[src/design/arb_pkg.sv]
`default_nettype none

package arb_pkg;

    // ==========================================================
    // arbitration sizes shared by the arbiter and the switch
    // ==========================================================

    // number of peer requesters sharing the RAM
    localparam int NUM_PORTS = 3;

    // client index, wide enough for every port
    typedef logic [1:0] port_id_t;

    // one bit per port, used for requests, grants and acknowledges
    typedef logic [NUM_PORTS-1:0] port_vec_t;

endpackage : arb_pkg

`default_nettype wire

[src/design/mem_pkg.sv]
`default_nettype none

package mem_pkg;

    // ==========================================================
    // bus and memory geometry
    // ==========================================================

    localparam int ADDR_W    = 12;
    localparam int DATA_W    = 32;
    localparam int RAM_DEPTH = 256;
    // index bits needed to reach every RAM word
    localparam int RAM_IDX_W = $clog2(RAM_DEPTH);

    typedef logic [ADDR_W-1:0] addr_t;
    typedef logic [DATA_W-1:0] data_t;

    // one captured access travelling from a port towards the RAM
    typedef struct packed {
        logic  write;
        addr_t addr;
        data_t wdata;
    } mem_req_t;

    // result returned by the RAM, err marks an out-of-range address
    typedef struct packed {
        data_t rdata;
        logic  err;
    } mem_rsp_t;

    // switch is either free to accept a grant or waiting on the RAM
    typedef enum logic {
        IDLE,
        BUSY
    } sw_state_t;

endpackage : mem_pkg

`default_nettype wire

[src/design/bus_switch.sv]
`timescale 1ns/1ps
`default_nettype none

module bus_switch
    import arb_pkg::*, mem_pkg::*;
(
    input  logic      i_clk,
    input  logic      i_rst_n,
    input  port_vec_t i_req,
    input  mem_req_t  i_mem_req [NUM_PORTS],
    input  logic      i_gnt_valid,
    input  port_vec_t i_gnt,
    input  port_id_t  i_gnt_id,
    output port_vec_t o_gnt_ack,
    output logic      o_block,
    output logic      o_ram_req_valid,
    output mem_req_t  o_ram_req,
    input  logic      i_ram_rsp_valid,
    input  mem_rsp_t  i_ram_rsp,
    output port_vec_t o_rsp_valid,
    output mem_rsp_t  o_rsp
);

    sw_state_t r_state;
    // port that owns the access currently in flight
    port_id_t  r_id;
    logic      w_accept;
    logic      w_done;

    // a grant counts only if the granted port still asks; this drops the
    // stale grant formed from requests seen before the last acknowledge
    assign w_accept = (r_state == IDLE) && i_gnt_valid && |(i_gnt & i_req);
    assign w_done   = (r_state == BUSY) && i_ram_rsp_valid;

    always_ff @(posedge i_clk or negedge i_rst_n) begin
        if (!i_rst_n) begin
            r_state         <= IDLE;
            r_id            <= '0;
            o_ram_req_valid <= 1'b0;
        end else begin
            // RAM strobe goes out in the first BUSY cycle
            o_ram_req_valid <= w_accept;
            if (w_accept) begin
                r_state <= BUSY;
                r_id    <= i_gnt_id;
            end else if (w_done) begin
                r_state <= IDLE;
            end
        end
    end

    // hold the arbiter off for the whole access
    assign o_block   = (r_state == BUSY);
    assign o_ram_req = i_mem_req[r_id];

    // response and acknowledge reach the owning port only
    assign o_rsp_valid = w_done ? (port_vec_t'(1) << r_id) : '0;
    assign o_gnt_ack   = w_done ? (port_vec_t'(1) << r_id) : '0;
    assign o_rsp       = i_ram_rsp;

endmodule : bus_switch

`default_nettype wire

[config.mk]
export PLATFORM = sky130hd
export DESIGN_NAME = bus_switch
export DESIGN_NICKNAME = d
export VERILOG_FILES = /design/src/design/arb_pkg.sv /design/src/design/mem_pkg.sv /design/src/design/bus_switch.sv
export SDC_FILE = /design/constraint.sdc
export NUM_CORES = 1
export LEC_CHECK = 0
export BUFFER_PORTS_ARGS = -buffer_cell sky130_fd_sc_hd__buf_2
export CORE_AREA = 2 2 103 105
export DETAILED_ROUTE_END_ITERATION = 8
export DIE_AREA = 0 0 105 107
export PLACE_DENSITY = 0.47
export SETUP_SLACK_MARGIN = 0.1
export SYNTH_ARGS = -nofsm -noshare
export SYNTH_HDL_FRONTEND = slang
export SYNTH_SLANG_ARGS = --single-unit
[constraint.sdc]
create_clock -name i_clk -period 3.06 [get_ports i_clk]
set_input_delay 0.306 -clock i_clk [delete_from_list [all_inputs] [get_ports i_clk]]
set_output_delay 0.306 -clock i_clk [all_outputs]
set_load 0.02 [all_outputs]
==> impl_metrics.json <==
{
  "hpwl_um": 4790,
  "cts_max_level": 1,
  "crit_type": "register to output port",
  "yosysTopAreaCellShare_pct": 31.8,
  "async_reset_ff_share_pct": 100,
  "peakVddDrop_mv": 0.225,
  "die_area_mm2": 0.0112,
  "fin_area_mm2": 0.00229,
  "drtAntennaViolNets": 0,
  "synth_edf_count": 0,
  "hold-path-cell-count": 2,
  "path_buf_inv": 2,
  "finClkSkew_ns": 0.00325,
  "cp.arrival_ns": 2.08,
  "port_buffers": 199,
  "grt_pass1_vias": 1883,
  "cts_tree": "done",
  "hold_buffers": 1,
  "finalSetupTns_ns": 0,
  "synth_area_leader_cell": "mux2i_1",
  "swShare_pct": 54.8,
  "synthToLayoutAreaGrowth_pct": 61.8,
  "ios": 266,
  "chipWidth_um": 105,
  "switchingPower_mw": 0.663,
  "grt.overflow.total": 0,
  "cp_num_cells": 4,
  "ys_types": 17,
  "hp-class": "input port to register",
  "seq_power_share_pct": 8.8,
  "routed_wl_um": 5650,
  "status": "finished, final reports clean",
  "reg2reg_setup_slack_ns": 1.85,
  "period_share_pct": 77.9,
  "max_freq_ghz": 0.420,
  "diodes": 0,
  "synth_nets": 382,
  "cap_viol_max_count": 0,
  "ctsResizeCount": 0,
  "tightest_slew_ns": 0.635,
  "cp.required_ns": 2.75,
  "hold_violations": 0,
  "p_comb_share_pct": 81.9,
  "drive_gt1_share_pct": 59.0,
  "p_leak_nw": 1.33,
  "post_synth_instance_area_mm2": 0.00142,
  "num_rows": 37,
  "powerDensity_mw_per_mm2": 527,
  "power_mw": 1.21,
  "dp_cells": 488,
  "worstRegToRegCells": 2,
  "critPathTopFamily": "flip-flops",
  "cts.sinks": 4,
  "nNetsFinal": 538,
  "drc_errors": 0,
  "postCtsSetupBuffers": 0,
  "start_kind": "register",
  "instances_no_fill": 492,
  "netlist_top_cells_area": "mux2i_1 (32%), buf_4 (21%), o21ai_1 (12%), nand2_1 (12%), dfrtp_1 (7.1%)",
  "ys_seq_area_share_pct": 7.06,
  "rsz0062_at_grt": "false",
  "yosys-top-cells-count": "nand2_1 (46), mux2i_1 (45), buf_4 (40), o21ai_1 (35), o21ai_0 (10)",
  "initial_utilization_pct": 14.0,
  "end_kind": "output port",
  "path_cells": "buf_4 -> mux2i_1 -> o21ai_1 -> buf_2",
  "slowest_stage": "dfrtp_2",
  "cts_buffer_depth": 2,
  "routabilityCongestion": 0.713,
  "synthCells": 202,
  "path_max_fanout": 26,
  "fin_util_pct": 22.7,
  "grt_usage_pct": 9.04,
  "slew_headroom_pct": 57.7,
  "clockPowerShare_pct": 9.3,
  "slowest_delay_ns": 0.76,
  "grt_pass1_wl_um": 8440,
  "placed_area_mm2": 0.00224,
  "syn_avg_cell_area_um2": 7.02,
  "routedWlPerCell_um": 11.5,
  "ctsRootBufferMaster": "clkbuf_8",
  "dominantRegCellSynth": "dfrtp_1",
  "dieHeight_um": 107,
  "synth_most_common_cell": "nand2_1",
  "intPower_mw": 0.546,
  "insertion_delay_ns": 0.22,
  "fin_crit_ns": 2.38,
  "clk_pin_slew_ns": 0.03,
  "yosysWarnings": 0,
  "cts_buffers": 3,
  "ys_seq_elements": 4,
  "vias": 1933,
  "drv_slew": 0,
  "grt_max_degree": 49,
  "routed_via_density": 3.93,
  "coreArea_mm2": 0.0101,
  "drt_iter0_markers": 43,
  "antenna_found_initial": 0,
  "drt-pass1-iter-count": 5,
  "setup_violations": 0
}
[cell type report]
type | instances | area (µm²)
Multi-Input combinational cell | 145 | 935
Clock buffer | 3 | 41.3
Fill cell | 1189 | 7800
Timing Repair Buffer | 203 | 1040
Inverter | 1 | 3.75
Sequential cell | 4 | 103
Tap cell | 136 | 170
[power groups by stage]
stage	logic (mW)	registers [mW]	clock network (mW)
floorplan	0.785	0.0736	0
global placement	0.998	0.108	0
detailed placement	1.00	0.109	0
CTS	1.01	0.108	0.115
global route	1.08	0.111	0.117
finish	0.990	0.107	0.112
[cell usage in the layout, fill, tap and decap left out]
cell type | synthesis | routed
buf_12 | 0 | 1
nor2b_1 | 2 | 1
a222oi_1 | 1 | 1
a21o_2 | 1 | 1
dfrtp_2 | 0 | 2
nor3b_2 | 1 | 1
nor3_1 | 1 | 1
nor3b_1 | 1 | 1
o21ai_0 | 10 | 10
buf_2 | 3 | 199
mux2i_1 | 45 | 45
dlygate4sd3_1 | 0 | 1
dfrtp_1 | 4 | 2
inv_1 | 1 | 1
o21ai_1 | 35 | 35
nand2_1 | 46 | 46
clkbuf_8 | 0 | 3
mux2_1 | 2 | 2
nor2b_4 | 0 | 1
buf_4 | 40 | 2
[metal layers]
layer	track usage, %	vias to the layer above	share of wire, %	routed length, µm
met5	0	-	0	0
met4	3.62	0	2.7	155
met3	2.25	20	10	592
met2	17.4	124	52	2940
met1	9.32	826	35	1970
li1	-	963	-	-
[cells by family after synthesis]
logic type | count (synthesis) | synth area share, %
flip-flops | 4 | 7.06
AO/OA/AOI/OAI | 47 | 17.2
multiplexers | 47 | 33.4
buffers and inverters | 53 | 27.5
AND/OR/NAND/NOR | 51 | 14.8
[per-stage QoR]
| step | setup slack, ns | hold WS [ns] |
|---|---|---|
| 5_1_grt | 0.586 | 0.320 |
| 3_5_place_dp | 0.901 | 0.120 |
| 6_report | 0.677 | 0.313 |
| 3_3_place_gp | 0.929 | 0.117 |
| 4_1_cts | 0.670 | 0.308 |
| 2_1_floorplan | 1.14 | 0.0104 |
[final timing paths]
| kind | start | end |
|---|---|---|
| setup / recovery | r_id[0] | o_ram_req[11] |
| setup reg to reg | o_block | r_id[1] |
| hold reg to reg | o_block | o_ram_req_valid |
| min in group asynchronous | i_rst_n | o_block |
| hold / removal | i_gnt_id[1] | r_id[1] |
| max in group asynchronous | i_rst_n | r_id[0] |
[state kept, by name, summed over array words and instances, names as in the netlist]
register,cells
o_ram_req_valid,1
r_id,2
o_block,1
Note: power is estimated with default switching activity, not from simulation.
