File: config.mk
export PLATFORM = sky130hd
export DESIGN_NAME = rr_arbiter
export DESIGN_NICKNAME = d
export VERILOG_FILES = /design/src/design/arb_pkg.sv /design/src/design/first_set_finder.sv /design/src/design/rr_arbiter.sv
export SDC_FILE = /design/constraint.sdc
export NUM_CORES = 1
export LEC_CHECK = 0
export BUFFER_PORTS_ARGS = -buffer_cell sky130_fd_sc_hd__buf_2
export CAP_MARGIN = 10
export CORE_AREA = 10 10 47 49
export CTS_CLUSTER_DIAMETER = 30
export CTS_CLUSTER_SIZE = 16
export DETAILED_ROUTE_END_ITERATION = 16
export DIE_AREA = 0 0 57 59
export SKIP_LAST_GASP = 1
export SYNTH_ARGS = -nofsm -noshare
export SYNTH_HDL_FRONTEND = slang
export SYNTH_HIERARCHICAL = 1
export SYNTH_SLANG_ARGS = --single-unit
File: constraint.sdc
create_clock -name i_clk -period 1.7 [get_ports i_clk]
set_input_delay 0.34 -clock i_clk [delete_from_list [all_inputs] [get_ports i_clk]]
set_output_delay 0.34 -clock i_clk [all_outputs]
set_load 0.03 [all_outputs]
File: src/design/arb_pkg.sv
`default_nettype none

package arb_pkg;

    // ==========================================================
    // arbitration sizes shared by the arbiter and the switch
    // ==========================================================

    // number of peer requesters sharing the RAM
    localparam int NUM_PORTS = 3;

    // client index, wide enough for every port
    typedef logic [1:0] port_id_t;

    // one bit per port, used for requests, grants and acknowledges
    typedef logic [NUM_PORTS-1:0] port_vec_t;

endpackage : arb_pkg

`default_nettype wire

File: src/design/first_set_finder.sv
`timescale 1ns/1ps
`default_nettype none

module first_set_finder
    import arb_pkg::*;
(
    input  port_vec_t i_data,
    output port_id_t  o_index,
    output logic      o_valid
);

    // scan from the top down so the lowest set bit is written last
    // and therefore wins
    always_comb begin
        o_index = '0;
        for (int i = NUM_PORTS - 1; i >= 0; i--) begin
            if (i_data[i]) begin
                o_index = port_id_t'(i);
            end
        end
    end

    // the index is only meaningful when at least one bit is set
    assign o_valid = |i_data;

endmodule : first_set_finder

`default_nettype wire

File: src/design/rr_arbiter.sv
`timescale 1ns/1ps
`default_nettype none

module rr_arbiter
    import arb_pkg::*;
#(
    parameter int CLIENTS = 3
) (
    input  logic      i_clk,
    input  logic      i_rst_n,
    input  logic      i_block,
    input  port_vec_t i_req,
    input  port_vec_t i_gnt_ack,
    output logic      o_gnt_valid,
    output port_vec_t o_gnt,
    output port_id_t  o_gnt_id
);

    // ==========================================================
    // request conditioning
    // ==========================================================

    // clients above the first CLIENTS are never considered
    port_vec_t w_req_live;
    // requests after the block input, zero while an access runs
    port_vec_t w_req_post;
    // requests ranked after the last acknowledged winner
    port_vec_t w_req_masked;
    // requests with the last winner removed when others compete
    port_vec_t w_req_excl;

    // set for the indices above the last acknowledged winner
    port_vec_t r_mask;
    // clear only at the last acknowledged winner
    port_vec_t r_excl;

    port_id_t  w_masked_idx;
    port_id_t  w_excl_idx;
    logic      w_masked_vld;
    logic      w_excl_vld;
    port_id_t  w_winner;
    logic      w_win_vld;

    assign w_req_live   = i_req & port_vec_t'((1 << CLIENTS) - 1);
    assign w_req_post   = i_block ? '0 : w_req_live;
    assign w_req_masked = w_req_post & r_mask;
    // a lone requester may win again even if it won last time
    assign w_req_excl   = ($countones(w_req_post) > 1) ? (w_req_post & r_excl) : w_req_post;

    // one finder for the masked set, one for the wrap-around set
    first_set_finder u_masked_finder (
        .i_data  (w_req_masked),
        .o_index (w_masked_idx),
        .o_valid (w_masked_vld)
    );

    first_set_finder u_excl_finder (
        .i_data  (w_req_excl),
        .o_index (w_excl_idx),
        .o_valid (w_excl_vld)
    );

    // ==========================================================
    // winner selection
    // ==========================================================

    // the masked result keeps the rotation going, otherwise start over
    // from the lowest index
    always_comb begin
        if (w_masked_vld) begin
            w_winner  = w_masked_idx;
            w_win_vld = 1'b1;
        end else begin
            w_winner  = w_excl_idx;
            w_win_vld = w_excl_vld;
        end
    end

    // masks only move when the served client is acknowledged, so a grant
    // that never turned into an access does not cost anyone a turn
    always_ff @(posedge i_clk or negedge i_rst_n) begin
        if (!i_rst_n) begin
            r_mask <= '0;
            r_excl <= '1;
        end else if (|i_gnt_ack) begin
            // clients above the acknowledged one get the next turn
            r_mask <= ~(i_gnt_ack | (i_gnt_ack - 1'b1));
            r_excl <= ~i_gnt_ack;
        end
    end

    // grant is rebuilt every cycle from this cycle's requests
    always_ff @(posedge i_clk or negedge i_rst_n) begin
        if (!i_rst_n) begin
            o_gnt_valid <= 1'b0;
            o_gnt       <= '0;
            o_gnt_id    <= '0;
        end else if (w_win_vld) begin
            o_gnt_valid <= 1'b1;
            o_gnt       <= port_vec_t'(1) << w_winner;
            o_gnt_id    <= w_winner;
        end else begin
            o_gnt_valid <= 1'b0;
            o_gnt       <= '0;
            o_gnt_id    <= '0;
        end
    end

endmodule : rr_arbiter

`default_nettype wire

==> impl_metrics.tcl, run 1 <==
set metrics [dict create \
    outcome "completed" \
    place_area_um2 631 \
    end_kind "flop" \
    synth_ff_type "dfrtp_1" \
    post-route-cell-area_um2 667 \
    setup_tns_ps 0 \
    worstRegToRegCells 5 \
    layout_common_cells "buf_2 (14), dfrtp_1 (8), and3b_1 (5), nor2_1 (5)" \
    period_needed_ps 1570 \
    first_global_vias 433 \
    fp.dieArea_um2 3360 \
    p_sw_uw 140 \
    r2r_end "o_gnt[0]" \
    arrival_ps 1730 \
    layout-drive-gt1-share 0.315 \
    finalNetCount 83 \
    drv_cap 0 \
    synth_cell_types 21 \
    cp_max_fo 5 \
    wl_per_cell_um 11.4 \
    wl_um 1020 \
    drcViolationCount 0 \
    drt_first_pass_iters 4 \
    path_class "reg -> reg" \
    finalClockSkew_ps 3.43 \
    path_cells "o21bai_1 > and3b_1 > or3_1 > nor4b_2 > a21o_1" \
    via_per_inst 4.72 \
    antenna_found_initial 0 \
    slew_violations 0 \
    p_seq_frac 0.522 \
    ant_nets 0 \
    finalCritPeriodShare 0.925 \
    netSwitchingFraction 0.255 \
    clock.fmax_ghz 0.636 \
    drt_iter0_markers 5 \
    final-hold-violation-count 0 \
    insertion_delay_ps 260 \
    rows 14 \
    synthArstFlopShare 1.00 \
    io_pins 15 \
    clk_pin_slew_ps 60 \
    hold_depth 2 \
    chipHeight_um 59 \
    syn_area_um2 537 \
    die_x_um 57 \
    area_growth_pct 24.2 \
    crit_path_top_delay_cell "or3_1" \
    final_common_cell "buf_2" \
    clock_path_buffers 2 \
    reg2reg_from "r_excl[1]" \
    intPower_uw 409 \
    grt_pass1_wl_um 1800 \
    synth_top_area_cell "dfrtp_1" \
    cts-htree-levels 1 \
    synthCells 52 \
    seq_area_frac_synth 0.520 \
    diodes 0 \
    synth_area_leaders "dfrtp_1 (37%), dfstp_2 (15%), and3b_1 (8.2%), o21bai_1 (4.2%), nor3_1 (3.7%)" \
    cts.sinks 11 \
    grt_use_total 0.0684 \
    critPathBufInv 0 \
    hold_end "r_excl[1]" \
    setup.worst_path.start_class "flop" \
    core_um2 1400 \
    p_per_area_nw_per_um2 823 \
    worstHoldStart "i_gnt_ack[1]" \
    cts_root_buf "clkbuf_4" \
    finalSetupViolations 0 \
    ir_drop_v 0.000451 \
    p_leak_uw 0.000330 \
    rsz0062_at_grt "no" \
    dp_slack_ps 63.7 \
    grt_max_degree 12 \
    globalplace.congestion 0.707 \
    r2r_slack_ps 130 \
    port_buffers 14 \
    cts_buffers 3 \
    yosys_warnings 6 \
    synth_top_cell_area_share 0.373 \
    postSynthAreaPerCell_um2 10.3 \
    initial_utilization 0.383 \
    vias 420 \
    synth-edff-count 0 \
    tritoncts "built" \
    p_clk_frac 0.311 \
    hold_path.class "in -> reg" \
    gr-total-overflow 0 \
    critical_path.top_delay_family "simple AND/OR/NAND/NOR gates" \
    critPathMaxStageDelay_ps 450 \
    postLayoutSetupSlackWorst_ps 128 \
    yosys_register_bits 11 \
    combPwrFrac 0.167 \
    cp.required_ps 1860 \
]
routing by layer:
metal | vias to the layer above | track usage | part of all wire
met2 | 17 | 0.105 | 0.47
met1 | 181 | 0.0643 | 0.39
met3 | 2 | 0.0579 | 0.13
met4 | 0 | 0.0302 | 0.0079
met5 | - | 0 | 0
li1 | 220 | - | -
registers in the layout (all words and copies together), names as in the netlist:
name         flops
o_gnt            3
r_excl           3
o_gnt_id         2
r_mask           2
o_gnt_valid      1
cells in the mapped netlist, types with 2 or more instances:
master and count:
and3b_1 5, dfrtp_1 8, dfstp_2 3, nand2_1 4
nand3b_1 2, nor2_1 5, nor2b_1 2, nor3_1 4
nor3b_1 2, o21ai_0 3, o21bai_1 3, or3_1 2
kinds of logic after synthesis:
family	Yosys count	share of synthesized area
AOI/OAI and AO/OA	9	0.110
other	1	0.00699
DFF	11	0.520
and+or+nand+nor	29	0.336
buffers and inverters	2	0.0280
how the worst max path moves through the flow:
stage / to / slack [ps] / cells after the start / from
final: o_gnt[0] / 130 / 5 / r_excl[1]
after global routing: o_gnt[0] / 40 / 5 / r_excl[0]
after CTS: o_gnt[0] / 120 / 5 / r_excl[1]
after detailed placement: o_gnt[0] / 60 / 5 / i_req[1]
after global placement: o_gnt[0] / 80 / 5 / i_req[1]
after floorplan: o_gnt[0] / 200 / 5 / r_excl[1]
final cells by class:
type | count | area (µm²)
Tap cell | 16 | 20.0
Inverter | 1 | 3.75
Sequential cell | 11 | 279
Clock buffer | 4 | 26.3
Fill cell | 147 | 734
Multi-Input combinational cell | 41 | 250
Timing Repair Buffer | 16 | 87.6
stage by stage:
step	power (µW)	hold slack (ps)	util	cells
after detailed placement	383	223	0.450	84
final	549	247	0.476	89
after CTS	559	238	0.476	89
after global placement	382	222	0.450	84
after global routing	590	238	0.476	89
after floorplan	349	44.4	-	54
repair_timing:
item / 4_1_cts / 5_1_grt
setup buffers: 0 / 0
hold buffers: 1 / 0
resized for setup: 0 / 0
endpoints found under the hold margin: 8 / 0
power groups by stage:
| stage | Combinational (µW) | Sequential, µW | Clock (µW) |
|---|---|---|---|
| 4_1_cts | 93.3 | 287 | 179 |
| 2_1_floorplan | 43.0 | 306 | 0 |
| 3_5_place_dp | 91.5 | 292 | 0 |
| 5_1_grt | 103 | 288 | 198 |
| 6_report | 91.6 | 287 | 170 |
| 3_3_place_gp | 90.6 | 292 | 0 |
Note: power is estimated with default switching activity, not from simulation.
==> inputs of run 2 (changes only) <==
--- a/config.mk
+++ b/config.mk
@@ -12,6 +12,7 @@
 export CTS_CLUSTER_SIZE = 16
 export DETAILED_ROUTE_END_ITERATION = 16
 export DIE_AREA = 0 0 57 59
+export RECOVER_POWER = 100
 export SKIP_LAST_GASP = 1
 export SYNTH_ARGS = -nofsm -noshare
 export SYNTH_HDL_FRONTEND = slang
==> impl_metrics.tcl, run 2 (synthesis gave the netlist of run 1 again) <==
set metrics [dict create \
    outcome "completed" \
    die_x_um 57 \
    initial_utilization 0.383 \
    p_leak_uw 0.000304 \
    largestRegisters "o_gnt: 3 flops, r_excl: 3 flops" \
    ir_drop_v 0.000455 \
    finalCritPeriodShare 0.927 \
    tritoncts "built" \
    drcViolationCount 0 \
    first_global_vias 433 \
    hold_ws_ps 251 \
    ant_nets 0 \
    arrival_ps 1740 \
    rsz0062_at_grt "no" \
    relSlewSlack 0.606 \
    vias 429 \
    period_needed_ps 1580 \
    insertion_delay_ps 260 \
    setup_tns_ps 0 \
    setup.worst_path.start_class "flop" \
    fillers 154 \
    final-hold-violation-count 0 \
    path_class "reg -> reg" \
    hold_path.class "in -> reg" \
    cts-hold-fix-buffers 1 \
    drt_iter0_markers 5 \
    grt_busiest_layer "met2" \
    finalSetupViolations 0 \
    area_growth_pct 22.6 \
    layout-drive-gt1-share 0.192 \
    end_kind "flop" \
    drv_cap 0 \
    finalNetCount 83 \
    grt_pass1_wl_um 1800 \
    crit_path_top_delay_cell "or3_1" \
    grt_max_degree 12 \
    cts_root_buf "clkbuf_4" \
    port_buffers 14 \
    gr-total-overflow 0 \
    cts-resized-gates 0 \
    met2_usage 0.105 \
    critical_path.top_delay_family "simple AND/OR/NAND/NOR gates" \
    cts-htree-levels 1 \
    p_per_area_nw_per_um2 830 \
    cp_max_fo 5 \
    slew_violations 0 \
    finalClockSkew_ps 2.06 \
    fin_util 0.470 \
    io_pins 15 \
    dp_slack_ps 63.7 \
    diodes 0 \
    via_per_inst 4.82 \
    globalRouteMet3Util 0.0579 \
    postLayoutSetupSlackWorst_ps 124 \
    globalplace.congestion 0.707 \
    cts_buffers 3 \
    wl_per_cell_um 11.5 \
    rows 14 \
    cp.required_ps 1860 \
    clock_path_buffers 2 \
    drt_first_pass_iters 2 \
    grt_use_total 0.0684 \
    wl_um 1020 \
    antenna_found_initial 0 \
    clock.fmax_ghz 0.635 \
    cts.sinks 11 \
    r2r_slack_ps 120 \
    met1_usage 0.0643 \
    chipHeight_um 59 \
    critPathBufInv 0 \
    clk_pin_slew_ps 60 \
    critPathMaxStageDelay_ps 440 \
    core_um2 1400 \
    fp.dieArea_um2 3360 \
    path_cells "o21bai_1 > and3b_1 > or3_1 > nor4b_2 > a21o_1" \
    postCtsSetupRepairBufs 0 \
    tightestPinTransition_ps 590 \
    layout_common_cells "clkbuf_1 (8), dfrtp_1 (8), buf_2 (7)" \
]
-- run 2: changes by cell type in the layout (fill, tap and decap cells not counted), sizes merged --
cell,delta
buf,-7
clkbuf,+7
-- run 2: power breakdown --
group	leakage [µW]	switching, µW	internal [µW]
combinational	0.000157	54.4	34.7
sequential	0.000132	6.19	280
clock	0.0000150	80.5	90.8
total	0.000304	141	405
-- run 2: final cells by class --
class | instances | area (µm²) | share of cell area
flip-flops and latches | 11 | 279 | 0.424
multi-input cells | 41 | 250 | 0.380
repair buffers | 16 | 78.8 | 0.120
clock buffers | 4 | 26.3 | 0.0399
well taps | 16 | 20.0 | 0.0304
inverters | 1 | 3.75 | 0.00570
-- run 2: routing by layer --
metal  part of all wire  vias to the layer above
li1                   -                      221
met1               0.39                      191
met2               0.47                       15
met3               0.13                        2
met4             0.0078                        0
met5                  0                        -
-- run 2: final timing paths --
check | start | end | depth (start not counted)
min in group asynchronous | i_rst_n | o_gnt[2] | 2
min | i_gnt_ack[0] | r_excl[0] | 2
max in group asynchronous | i_rst_n | r_mask[1] | 2
min reg2reg | r_mask[2] | r_mask[2] | 2
max | r_excl[1] | o_gnt[0] | 5
max reg2reg | r_excl[1] | o_gnt[0] | 5
-- run 2: worst register-to-register path: stages (launching register included) --
cell and delay [ps]:
dfstp_1 370, o21bai_1 140, and3b_1 170, or3_1 440, nor4b_2 190, a21o_1 150
-- run 2: per-stage QoR --
step,cell area [µm²],total power (µW),instances
3_3_place_gp,631,382,84
5_1_grt,658,586,89
6_report,658,546,89
3_5_place_dp,631,383,84
4_1_cts,667,559,89
2_1_floorplan,544,349,54
