File: config.mk
export PLATFORM = sky130hd
export DESIGN_NAME = apb_client_port
export DESIGN_NICKNAME = d
export VERILOG_FILES = /design/src/design/mem_pkg.sv /design/src/design/apb_client_port.sv
export SDC_FILE = /design/constraint.sdc
export NUM_CORES = 1
export LEC_CHECK = 0
export ABC_CLOCK_PERIOD_IN_PS = 4780
export BUFFER_PORTS_ARGS = -buffer_cell sky130_fd_sc_hd__buf_4
export CAP_MARGIN = 40
export CORE_AREA = 2 2 87 89
export CTS_CLUSTER_SIZE = 28
export DETAILED_ROUTE_END_ITERATION = 10
export DIE_AREA = 0 0 89 91
export PLACE_DENSITY = 0.77
export SYNTH_ARGS = -nofsm -noshare
export SYNTH_HDL_FRONTEND = slang
export SYNTH_SLANG_ARGS = --single-unit
File: constraint.sdc
create_clock -name i_clk -period 4.78 [get_ports i_clk]
set_input_delay 0.956 -clock i_clk [delete_from_list [all_inputs] [get_ports i_clk]]
set_output_delay 0.956 -clock i_clk [all_outputs]
set_load 0.1 [all_outputs]
File: src/design/mem_pkg.sv
`default_nettype none

package mem_pkg;

    // ==========================================================
    // bus and memory geometry
    // ==========================================================

    localparam int ADDR_W    = 12;
    localparam int DATA_W    = 32;
    localparam int RAM_DEPTH = 256;
    // index bits needed to reach every RAM word
    localparam int RAM_IDX_W = $clog2(RAM_DEPTH);

    typedef logic [ADDR_W-1:0] addr_t;
    typedef logic [DATA_W-1:0] data_t;

    // one captured access travelling from a port towards the RAM
    typedef struct packed {
        logic  write;
        addr_t addr;
        data_t wdata;
    } mem_req_t;

    // result returned by the RAM, err marks an out-of-range address
    typedef struct packed {
        data_t rdata;
        logic  err;
    } mem_rsp_t;

    // switch is either free to accept a grant or waiting on the RAM
    typedef enum logic {
        IDLE,
        BUSY
    } sw_state_t;

endpackage : mem_pkg

`default_nettype wire

File: src/design/apb_client_port.sv
`timescale 1ns/1ps
`default_nettype none

module apb_client_port
    import mem_pkg::*;
(
    input  logic     i_clk,
    input  logic     i_rst_n,
    // APB completer side
    input  logic     i_psel,
    input  logic     i_penable,
    input  logic     i_pwrite,
    input  addr_t    i_paddr,
    input  data_t    i_pwdata,
    output data_t    o_prdata,
    output logic     o_pready,
    output logic     o_pslverr,
    // towards the arbiter and the switch
    output logic     o_req,
    output mem_req_t o_mem_req,
    input  logic     i_rsp_valid,
    input  mem_rsp_t i_rsp
);

    // an access is waiting for its RAM result
    logic     r_pending;
    logic     w_capture;
    mem_req_t w_live_req;
    // captured copy of the transfer, held until the response
    mem_req_t r_mem_req;

    // take the transfer in its first access-phase cycle only; the pready
    // cycle still shows psel and penable and must not start a new request
    assign w_capture = i_psel && i_penable && !r_pending && !o_pready;

    assign w_live_req = '{write: i_pwrite, addr: i_paddr, wdata: i_pwdata};

    // the request is visible in the capture cycle itself so the arbiter
    // can grant one cycle later
    assign o_req     = r_pending || w_capture;
    assign o_mem_req = r_pending ? r_mem_req : w_live_req;

    always_ff @(posedge i_clk or negedge i_rst_n) begin
        if (!i_rst_n) begin
            r_pending <= 1'b0;
            o_pready  <= 1'b0;
        end else begin
            // pready follows the response strobe by exactly one cycle
            o_pready <= i_rsp_valid;
            if (i_rsp_valid) begin
                r_pending <= 1'b0;
            end else if (w_capture) begin
                r_pending <= 1'b1;
            end
        end
    end

    always_ff @(posedge i_clk) begin
        if (w_capture) begin
            r_mem_req <= w_live_req;
        end
        // result registers, sampled by the master together with pready
        if (i_rsp_valid) begin
            o_prdata  <= i_rsp.rdata;
            o_pslverr <= i_rsp.err;
        end
    end

endmodule : apb_client_port

`default_nettype wire

==> results.yml, run 1 <==
status:
  outcome: "complete, no violations"
sta:
  hold_violations: 0
  finalWorstSetupSlack_ps: 1830
  drv_slew: 0
  setup_viol: 0
  fin_crit_ps: 2950
  post-route-period-util: 0.618
  finalSetupTns_ps: 0
  fmax_mhz: 339
  grt_setup_unrepaired: "false"
  timing.slew.headroom: 0.594
  fin_skew_ps: 9.99
  tightest_slew_ps: 609
min_path:
  hold_path_class: "input pin to async pin"
clock_network:
  post-cts-setup-buffers: 0
  cts.sinks: 80
  root_buffer: "clkbuf_8"
  cts_tree: "yes"
  cts_htree_levels: 3
  clockBufferDepth: 2
  cts_resized: 0
  cts_hold_buf: 0
  clk_latency_ps: 330
  cts_buffers: 9
  clk_pin_slew_ps: 70
worst_setup_path:
  cp.arrival_ps: 2000
  cp_cell_sequence: "buf_4 -> mux2_2 -> buf_4"
  cp_top_family: "buffers and inverters"
  path_max_fanout: 41
  cp-start-kind: "flip-flop"
  cp.required_ps: 3820
  crit_buf_inv: 2
  endpoint_kind: "output pin"
  cpMostUsedCell: "buf_4"
  worstSetupPathType: "flip-flop to output pin"
  cp_slowest_stage_delay_ps: 530
  crit_slowest_cell: "buf_4"
power_and_ir_drop:
  pwr-share-seq: 0.436
  switching_share: 0.368
  powerDensity_nw_per_um2: 414
  irDropWorstVdd_v: 0.000266
  clock_power_share: 0.248
  switching_power_uw: 692
  power_mw: 1.88
  p_leak_nw: 1.88
  power.internal_mw: 1.19
  combPwrFrac: 0.316
yosys:
  syn_avg_cell_area_um2: 22.5
  ys_seq_area_frac: 0.787
  synthCells: 135
  synthDistinctLibCells: 11
  ys_warn_count: 0
  synth-seq-cells: 80
  synth.cell_area_um2: 3040
  synth_nets: 218
detailed_routing:
  wire_per_inst_um: 15.1
  drc: 0
  via_per_inst: 4.52
  totalWireLength_um: 6200
  drt_iter0_drc: 77
  wl_met1_um: 2420
  vias: 1848
  postRouteAntennaNets: 0
  wl_met3_um: 834
  met2_length_um: 2870
  dr.pass1.iters: 3
  top_layer: "met4"
cells_and_area:
  drive_gt1_frac: 0.723
  utilization: 0.637
  diodes: 0
  nNetsFinal: 388
  area_delta_synth_final_pct: 49.5
  fillers: 557
floorplanning:
  initial_core_util: 0.426
  fp.dieH_um: 91
  die_w_um: 89
  num_rows: 31
  core_um2: 7140
  dieArea_um2: 8100
  ioPinCount: 163
job:
  drv_cap: 0
grt:
  grt_pass1_wl_um: 8980
  grt_usage: 0.150
  grt_max_degree: 43
  gr-total-overflow: 0
  antenna_found_initial: 0
  grt_pass1_vias: 1872
place:
  place_congestion: 0.690
  place_ws_ps: 2160
  hpwl_um: 4660
  io_buffer_count: 162
==> area by class of cell <==
cell class / instances / area, um^2 / area share
Clock buffer: 9 / 124 / 0.0273
Clock inverter: 7 / 62.6 / 0.0138
Multi-Input combinational cell: 50 / 609 / 0.134
Sequential cell: 80 / 2390 / 0.527
Tap cell: 99 / 124 / 0.0273
Timing Repair Buffer: 164 / 1230 / 0.271
==> metrics by stage <==
stage	hold slack [ps]	cell area, um^2	instances
after CTS	375	4540	409
after global routing	360	4540	409
final	399	4540	409
after floorplan	628	3040	135
after global placement	566	4360	393
after detailed placement	550	4360	393
==> power by group through the flow <==
| stage | clock [mW] | sequential, mW | combinational [mW] |
|---|---|---|---|
| global route | 0.512 | 0.823 | 0.610 |
| global placement | 0 | 0.834 | 0.594 |
| floorplan | 0 | 1.00 | 0.285 |
| finish | 0.466 | 0.820 | 0.594 |
| CTS | 0.481 | 0.820 | 0.598 |
| detailed placement | 0 | 0.836 | 0.598 |
==> Yosys cell counts (all sizes together) <==
| cell | number | share of area |
|---|---|---|
| o31ai | 1 | 0.0025 |
| buf | 5 | 0.014 |
| nor3 | 1 | 0.0016 |
| edfxtp | 78 | 0.77 |
| dfrtp | 2 | 0.016 |
| o21bai | 1 | 0.0025 |
| nand2 | 1 | 0.0012 |
| mux2 | 45 | 0.19 |
| nand2b | 1 | 0.0021 |
==> layer usage <==
layer,vias to the layer above,GRT usage
li1,878,-
met1,844,0.171
met2,118,0.233
met3,8,0.0809
met4,0,0.0634
met5,-,0
==> flip-flops by register name, indices dropped and copies added (netlist names) <==
signal and count:
r_mem_req 45, o_pready 1, r_pending 1, o_pslverr 1, o_prdata 32
==> cells by family after synthesis <==
group / share of synthesized area
DFF: 0.787
buffers and inverters: 0.0144
and+or+nand+nor: 0.00494
muxes: 0.189
AOI/OAI and AO/OA: 0.00494
==> layout by cell type (no fill, tap or decap), drive strengths merged <==
master and instances:
buf 164, bufinv 1, clkbuf 9, clkinv 5, clkinvlp 1, dfrtp 2
edfxtp 78, mux2 45, nand2 1, nand2b 1, nor3 1, o21bai 1
o31ai 1
==> final timing paths <==
| kind | from | to | slack, ps | depth (start not counted) |
|---|---|---|---|---|
| setup reg to reg | r_pending | r_mem_req[22] | 2650 | 3 |
| hold reg to reg | o_pready | r_pending | 550 | 1 |
| max in group asynchronous | i_rst_n | r_pending | 4280 | 1 |
| hold / removal | i_rst_n | r_pending | 400 | 1 |
| min in group i_clk | o_pready | r_pending | 550 | 1 |
| setup / recovery | r_pending | o_mem_req[0] | 1830 | 3 |
Note: power is estimated with default switching activity, not from simulation.
==> inputs of run 2 (changes only) <==
==> config.mk (replaced) <==
export PLATFORM = sky130hd
export DESIGN_NAME = apb_client_port
export DESIGN_NICKNAME = d
export VERILOG_FILES = /design/src/design/mem_pkg.sv /design/src/design/apb_client_port.sv
export SDC_FILE = /design/constraint.sdc
export NUM_CORES = 1
export LEC_CHECK = 0
export ABC_CLOCK_PERIOD_IN_PS = 2500
export BUFFER_PORTS_ARGS = -buffer_cell sky130_fd_sc_hd__buf_4
export CAP_MARGIN = 40
export CORE_AREA = 2 2 91 93
export CTS_CLUSTER_SIZE = 28
export DETAILED_ROUTE_END_ITERATION = 10
export DIE_AREA = 0 0 93 95
export PLACE_DENSITY = 0.74
export SYNTH_ARGS = -nofsm -noshare
export SYNTH_HDL_FRONTEND = slang
export SYNTH_SLANG_ARGS = --single-unit
==> constraint.sdc (replaced) <==
create_clock -name i_clk -period 2.5 [get_ports i_clk]
set_input_delay 0.5 -clock i_clk [delete_from_list [all_inputs] [get_ports i_clk]]
set_output_delay 0.5 -clock i_clk [all_outputs]
set_load 0.1 [all_outputs]
==> run 2 against run 1 <==
  * Via count increased by 2.8%
  * Wire length rose by 14%
  * Setup slack worse by 1600 ps
  * Hold slack got worse by 73 ps
  * Combinational power is 94% higher
  * Global-route usage rose by 0.87 points
  * Clock skew fell by 1.6 ps
  * Highest routed layer unchanged
  * Critical path type unchanged
  * Largest power group unchanged
  * Largest cell class unchanged
  * Core utilization decreased by 5.5 points
==> results.yml, run 2 (synthesis gave the netlist of run 1 again) <==
worst_setup_path:
  crit_buf_inv: 2
  cp-startpoint: "r_pending"
  endpoint_kind: "output pin"
  crit_slowest_cell: "dfrtp_2"
  cp.required_ps: 2000
  cpMostUsedCell: "buf_4"
  r2r_setup_slack_ps: 810
  path_max_fanout: 15
  cp.arrival_ps: 1820
  reg2reg_from: "r_pending"
  cp_slowest_stage_delay_ps: 640
  reg2reg_depth: 2
  cp-start-kind: "flip-flop"
  cp_cell_sequence: "buf_4 -> mux2_4 -> buf_4"
  rr_endpoint: "r_mem_req[12]"
  worstSetupPathType: "flip-flop to output pin"
  cp_top_family: "flip-flops"
sta:
  fin_skew_ps: 8.38
  finalSetupTns_ps: 0
  fmax_mhz: 431
  fin_crit_ps: 2320
  tightest_slew_ps: 582
  timing.slew.headroom: 0.612
  grt_setup_unrepaired: "false"
  hold_violations: 0
  drv_slew: 0
  setup_viol: 0
  finalWorstSetupSlack_ps: 182
  post-route-period-util: 0.927
grt:
  grt_usage: 0.159
  grt_max_degree: 46
  gr-total-overflow: 0
  grt_pass1_vias: 2001
  grt_pass1_wl_um: 10300
  antenna_found_initial: 0
cells_and_area:
  diodes: 0
  nNetsFinal: 391
  seqCellArea_um2: 2390
  area_delta_synth_final_pct: 51.8
  largestRegisters: "r_mem_req x45, o_prdata x32"
  final_common_cell: "buf_4"
  fillers: 628
  multi_input_area_um2: 619
  top_register: "r_mem_req"
  largest_reg_flops: 45
  mostFrequentLayoutCells: "165 x buf_4, 78 x edfxtp_1, 27 x mux2_2"
  drive_gt1_frac: 0.732
min_path:
  hold_path_class: "input pin to flip-flop"
  whs_path_depth: 1
  hp-start: "i_rsp[6]"
  whs_endpoint: "o_prdata[5]"
clock_network:
  clk_pin_slew_ps: 90
  clk_latency_ps: 340
  cts_htree_levels: 3
  cts_resized: 0
  root_buffer: "clkbuf_8"
  clockBufferDepth: 2
  cts_buffers: 9
  cts.sinks: 80
  cts_tree: "yes"
detailed_routing:
  drt_iter0_drc: 40
  totalWireLength_um: 7060
  dr.pass1.iters: 4
  postRouteAntennaNets: 0
  vias: 1899
  via_per_inst: 4.54
  drc: 0
  wire_per_inst_um: 16.9
job:
  drv_cap: 0
status:
  outcome: "complete, no violations"
power_and_ir_drop:
  powerDensity_nw_per_um2: 799
  irDropWorstVdd_v: 0.000507
  p_leak_nw: 1.91
floorplanning:
  ioPinCount: 163
  core_um2: 7930
  dieArea_um2: 8840
  num_rows: 33
  fp.dieH_um: 95
  initial_core_util: 0.384
  die_w_um: 93
place:
  place_congestion: 0.725
  io_buffer_count: 162
  hpwl_um: 5290
  place_ws_ps: 547
[run 2: cell types whose count changed in the layout (fill, tap and decap cells not counted), sizes merged]
cell,delta
dlygate4sd3,+1
clkinv,-2
buf,+2
inv,+2
[run 2: layer usage]
layer / GRT usage / routed length [um] / part of all wire / up-vias
li1: - / - / - / 883
met1: 0.173 / 2600 / 0.37 / 913
met2: 0.272 / 3680 / 0.52 / 96
met3: 0.0822 / 701 / 0.099 / 7
met4: 0.0478 / 83 / 0.012 / 0
met5: 0 / 0 / 0 / -
[run 2: report_power, final]
group	total (mW)	internal [mW]	switching [mW]
Combinational	1.15	0.278	0.867
Sequential	1.57	1.55	0.0258
Clock	0.969	0.472	0.497
[run 2: final cells by class]
| cell class | count | area share |
|---|---|---|
| tap | 105 | 0.0285 |
| multi-input combinational | 50 | 0.134 |
| clock buffer | 9 | 0.0268 |
| sequential | 80 | 0.519 |
| timing repair buffer | 167 | 0.275 |
| clock inverter | 7 | 0.0171 |
[run 2: how the worst max path moves through the flow]
stage	to	slack, ps	depth (start not counted)
6_report	o_mem_req[32]	180	3
5_1_grt	o_mem_req[5]	100	3
4_1_cts	o_mem_req[24]	160	3
3_5_place_dp	o_mem_req[24]	550	3
3_3_place_gp	o_mem_req[4]	560	3
2_1_floorplan	r_mem_req[0]	20	1
[run 2: through the flow]
step                      cell area, um^2  hold slack, ps  cells   util  total power [mW]
after floorplan                      3060             204    135      -              2.46
after global routing                 4620             299    418  0.582              3.80
after CTS                            4620             305    418  0.582              3.73
after detailed placement             4400             287    401  0.555              2.75
final                                4620             326    418  0.582              3.69
after global placement               4400             285    401  0.555              2.74
[run 2: timing repair]
action                                 in CTS  in global routing
hold buffers                                1                  0
setup buffers                               0                  0
endpoints found under the hold margin       2                  0
==> inputs of run 3 (changes only) <==
--- a/config.mk
+++ b/config.mk
@@ -6,13 +6,13 @@
 export NUM_CORES = 1
 export LEC_CHECK = 0
 export ABC_CLOCK_PERIOD_IN_PS = 2500
-export BUFFER_PORTS_ARGS = -buffer_cell sky130_fd_sc_hd__buf_4
 export CAP_MARGIN = 40
-export CORE_AREA = 2 2 91 93
+export CORE_AREA = 2 2 77 79
 export CTS_CLUSTER_SIZE = 28
 export DETAILED_ROUTE_END_ITERATION = 10
-export DIE_AREA = 0 0 93 95
-export PLACE_DENSITY = 0.74
+export DIE_AREA = 0 0 79 81
+export DONT_BUFFER_PORTS = 1
+export PLACE_DENSITY = 0.73
 export SYNTH_ARGS = -nofsm -noshare
 export SYNTH_HDL_FRONTEND = slang
 export SYNTH_SLANG_ARGS = --single-unit
==> run 3 against run 2 <==
  * First-iteration DRC count increased by 85%
  * Maximum frequency is 0.49% lower
  * Sequential share of layout area grew 14 points
  * Critical path depth fell by 1
  * Register-to-register slack improved by 40 ps
  * Die area is 28% lower
  * Final cell count is 38% lower
  * Wire length shrank 22%
  * Count of clock-buffer cells in the layout up 3
  * Hold slack got worse by 130 ps
  * Critical endpoint is now o_mem_req[42]
  * Highest routed layer unchanged
==> results.yml, run 3 (synthesis gave the netlist of run 1 again) <==
status:
  outcome: "complete, no violations"
sta:
  tightest_slew_ps: 559
  setup_viol: 0
  post-route-period-util: 0.932
  fin_crit_ps: 2330
  hold_violations: 0
  timing.slew.headroom: 0.628
  fmax_mhz: 429
  grt_setup_unrepaired: "false"
  fin_skew_ps: 9.60
  drv_slew: 0
  finalSetupTns_ps: 0
worst_setup_path:
  endpoint_kind: "output pin"
  worstSetupPathType: "flip-flop to output pin"
  path_max_fanout: 37
  cp.required_ps: 2000
  cp.arrival_ps: 1830
  cp-start-kind: "flip-flop"
cells_and_area:
  mostFrequentLayoutCells: "78 x edfxtp_1, 36 x buf_4, 27 x mux2_2"
  final_common_cell: "edfxtp_1"
  nNetsFinal: 262
  instances_no_fill: 259
  drive_gt1_frac: 0.538
  diodes: 0
  largestRegisters: "r_mem_req x45, o_prdata x32"
  utilization: 0.638
  fillers: 401
  largest_reg_flops: 45
  area_delta_synth_final_pct: 19.1
  top_register: "r_mem_req"
  fin_area_um2: 3620
detailed_routing:
  drc: 0
  vias: 1409
  via_per_inst: 5.44
  totalWireLength_um: 5530
  postRouteAntennaNets: 0
  drt_iter0_drc: 74
  dr.pass1.iters: 6
  wire_per_inst_um: 21.4
floorplanning:
  die_w_um: 79
  ioPinCount: 163
  num_rows: 28
  dieArea_um2: 6400
  initial_core_util: 0.536
  fp.dieH_um: 81
  core_um2: 5680
grt:
  antenna_found_initial: 0
  grt_pass1_wl_um: 7460
  grt_pass1_vias: 1403
  grt_max_degree: 46
  grt_usage: 0.166
  gr-total-overflow: 0
min_path:
  hold_path_class: "input pin to flip-flop"
clock_network:
  cts.sinks: 80
  clockBufferDepth: 2
  clk_latency_ps: 340
  cts_tree: "yes"
  cts_hold_buf: 1
  clk_pin_slew_ps: 70
  post-cts-setup-buffers: 0
  cts_buffers: 9
  cts_htree_levels: 3
  cts_resized: 0
  root_buffer: "clkbuf_8"
power_and_ir_drop:
  powerDensity_nw_per_um2: 973
  p_leak_nw: 1.30
  power_mw: 3.52
  irDropWorstVdd_v: 0.000569
place:
  place_congestion: 0.762
  io_buffer_count: 0
  dp.cells: 242
  hpwl_um: 4120
  post_dp_cell_area_um2: 3400
job:
  drv_cap: 0
run 3: final cells by class:
cell class,count,area (um^2),share of cell area
Clock buffer,12,145,0.0401
Clock inverter,4,70.1,0.0193
Multi-Input combinational cell,50,619,0.171
Sequential cell,80,2390,0.661
Tap cell,75,93.8,0.0259
Timing Repair Buffer,38,300,0.0829
run 3: stage by stage:
step / hold slack (ps) / setup slack [ps]
2_1_floorplan: 204 / 22.9
3_3_place_gp: 205 / 576
3_5_place_dp: 204 / 544
4_1_cts: 175 / 167
5_1_grt: 173 / 112
6_report: 197 / 171
run 3: per-layer routing:
metal	share of wire	GRT usage
met5	0	0
met4	0.021	0.0983
met3	0.13	0.0867
met2	0.52	0.271
met1	0.33	0.170
run 3: report_power, final:
part | internal [mW] | switching, mW | leakage (nW) | total [mW]
sequential | 1.55 | 0.0252 | 0.759 | 1.57
clock | 0.587 | 0.415 | 0.110 | 1.00
combinational | 0.134 | 0.814 | 0.427 | 0.948
total | 2.27 | 1.25 | 1.30 | 3.52
run 3: worst paths after layout:
kind | slack, ps | cells after the start | start | end
max in group asynchronous | 1950 | 1 | i_rst_n | r_pending
hold reg to reg | 630 | 1 | o_pready | r_pending
min in group asynchronous | 400 | 1 | i_rst_n | r_pending
hold / removal | 200 | 0 | i_rsp_valid | o_pready
setup / recovery | 170 | 2 | r_pending | o_mem_req[42]
setup reg to reg | 850 | 2 | r_pending | r_mem_req[44]
run 3: worst max-delay path, stage by stage, from the launching register on:
cell     delay, ps
dfrtp_2        600
buf_12         280
mux2_2         590
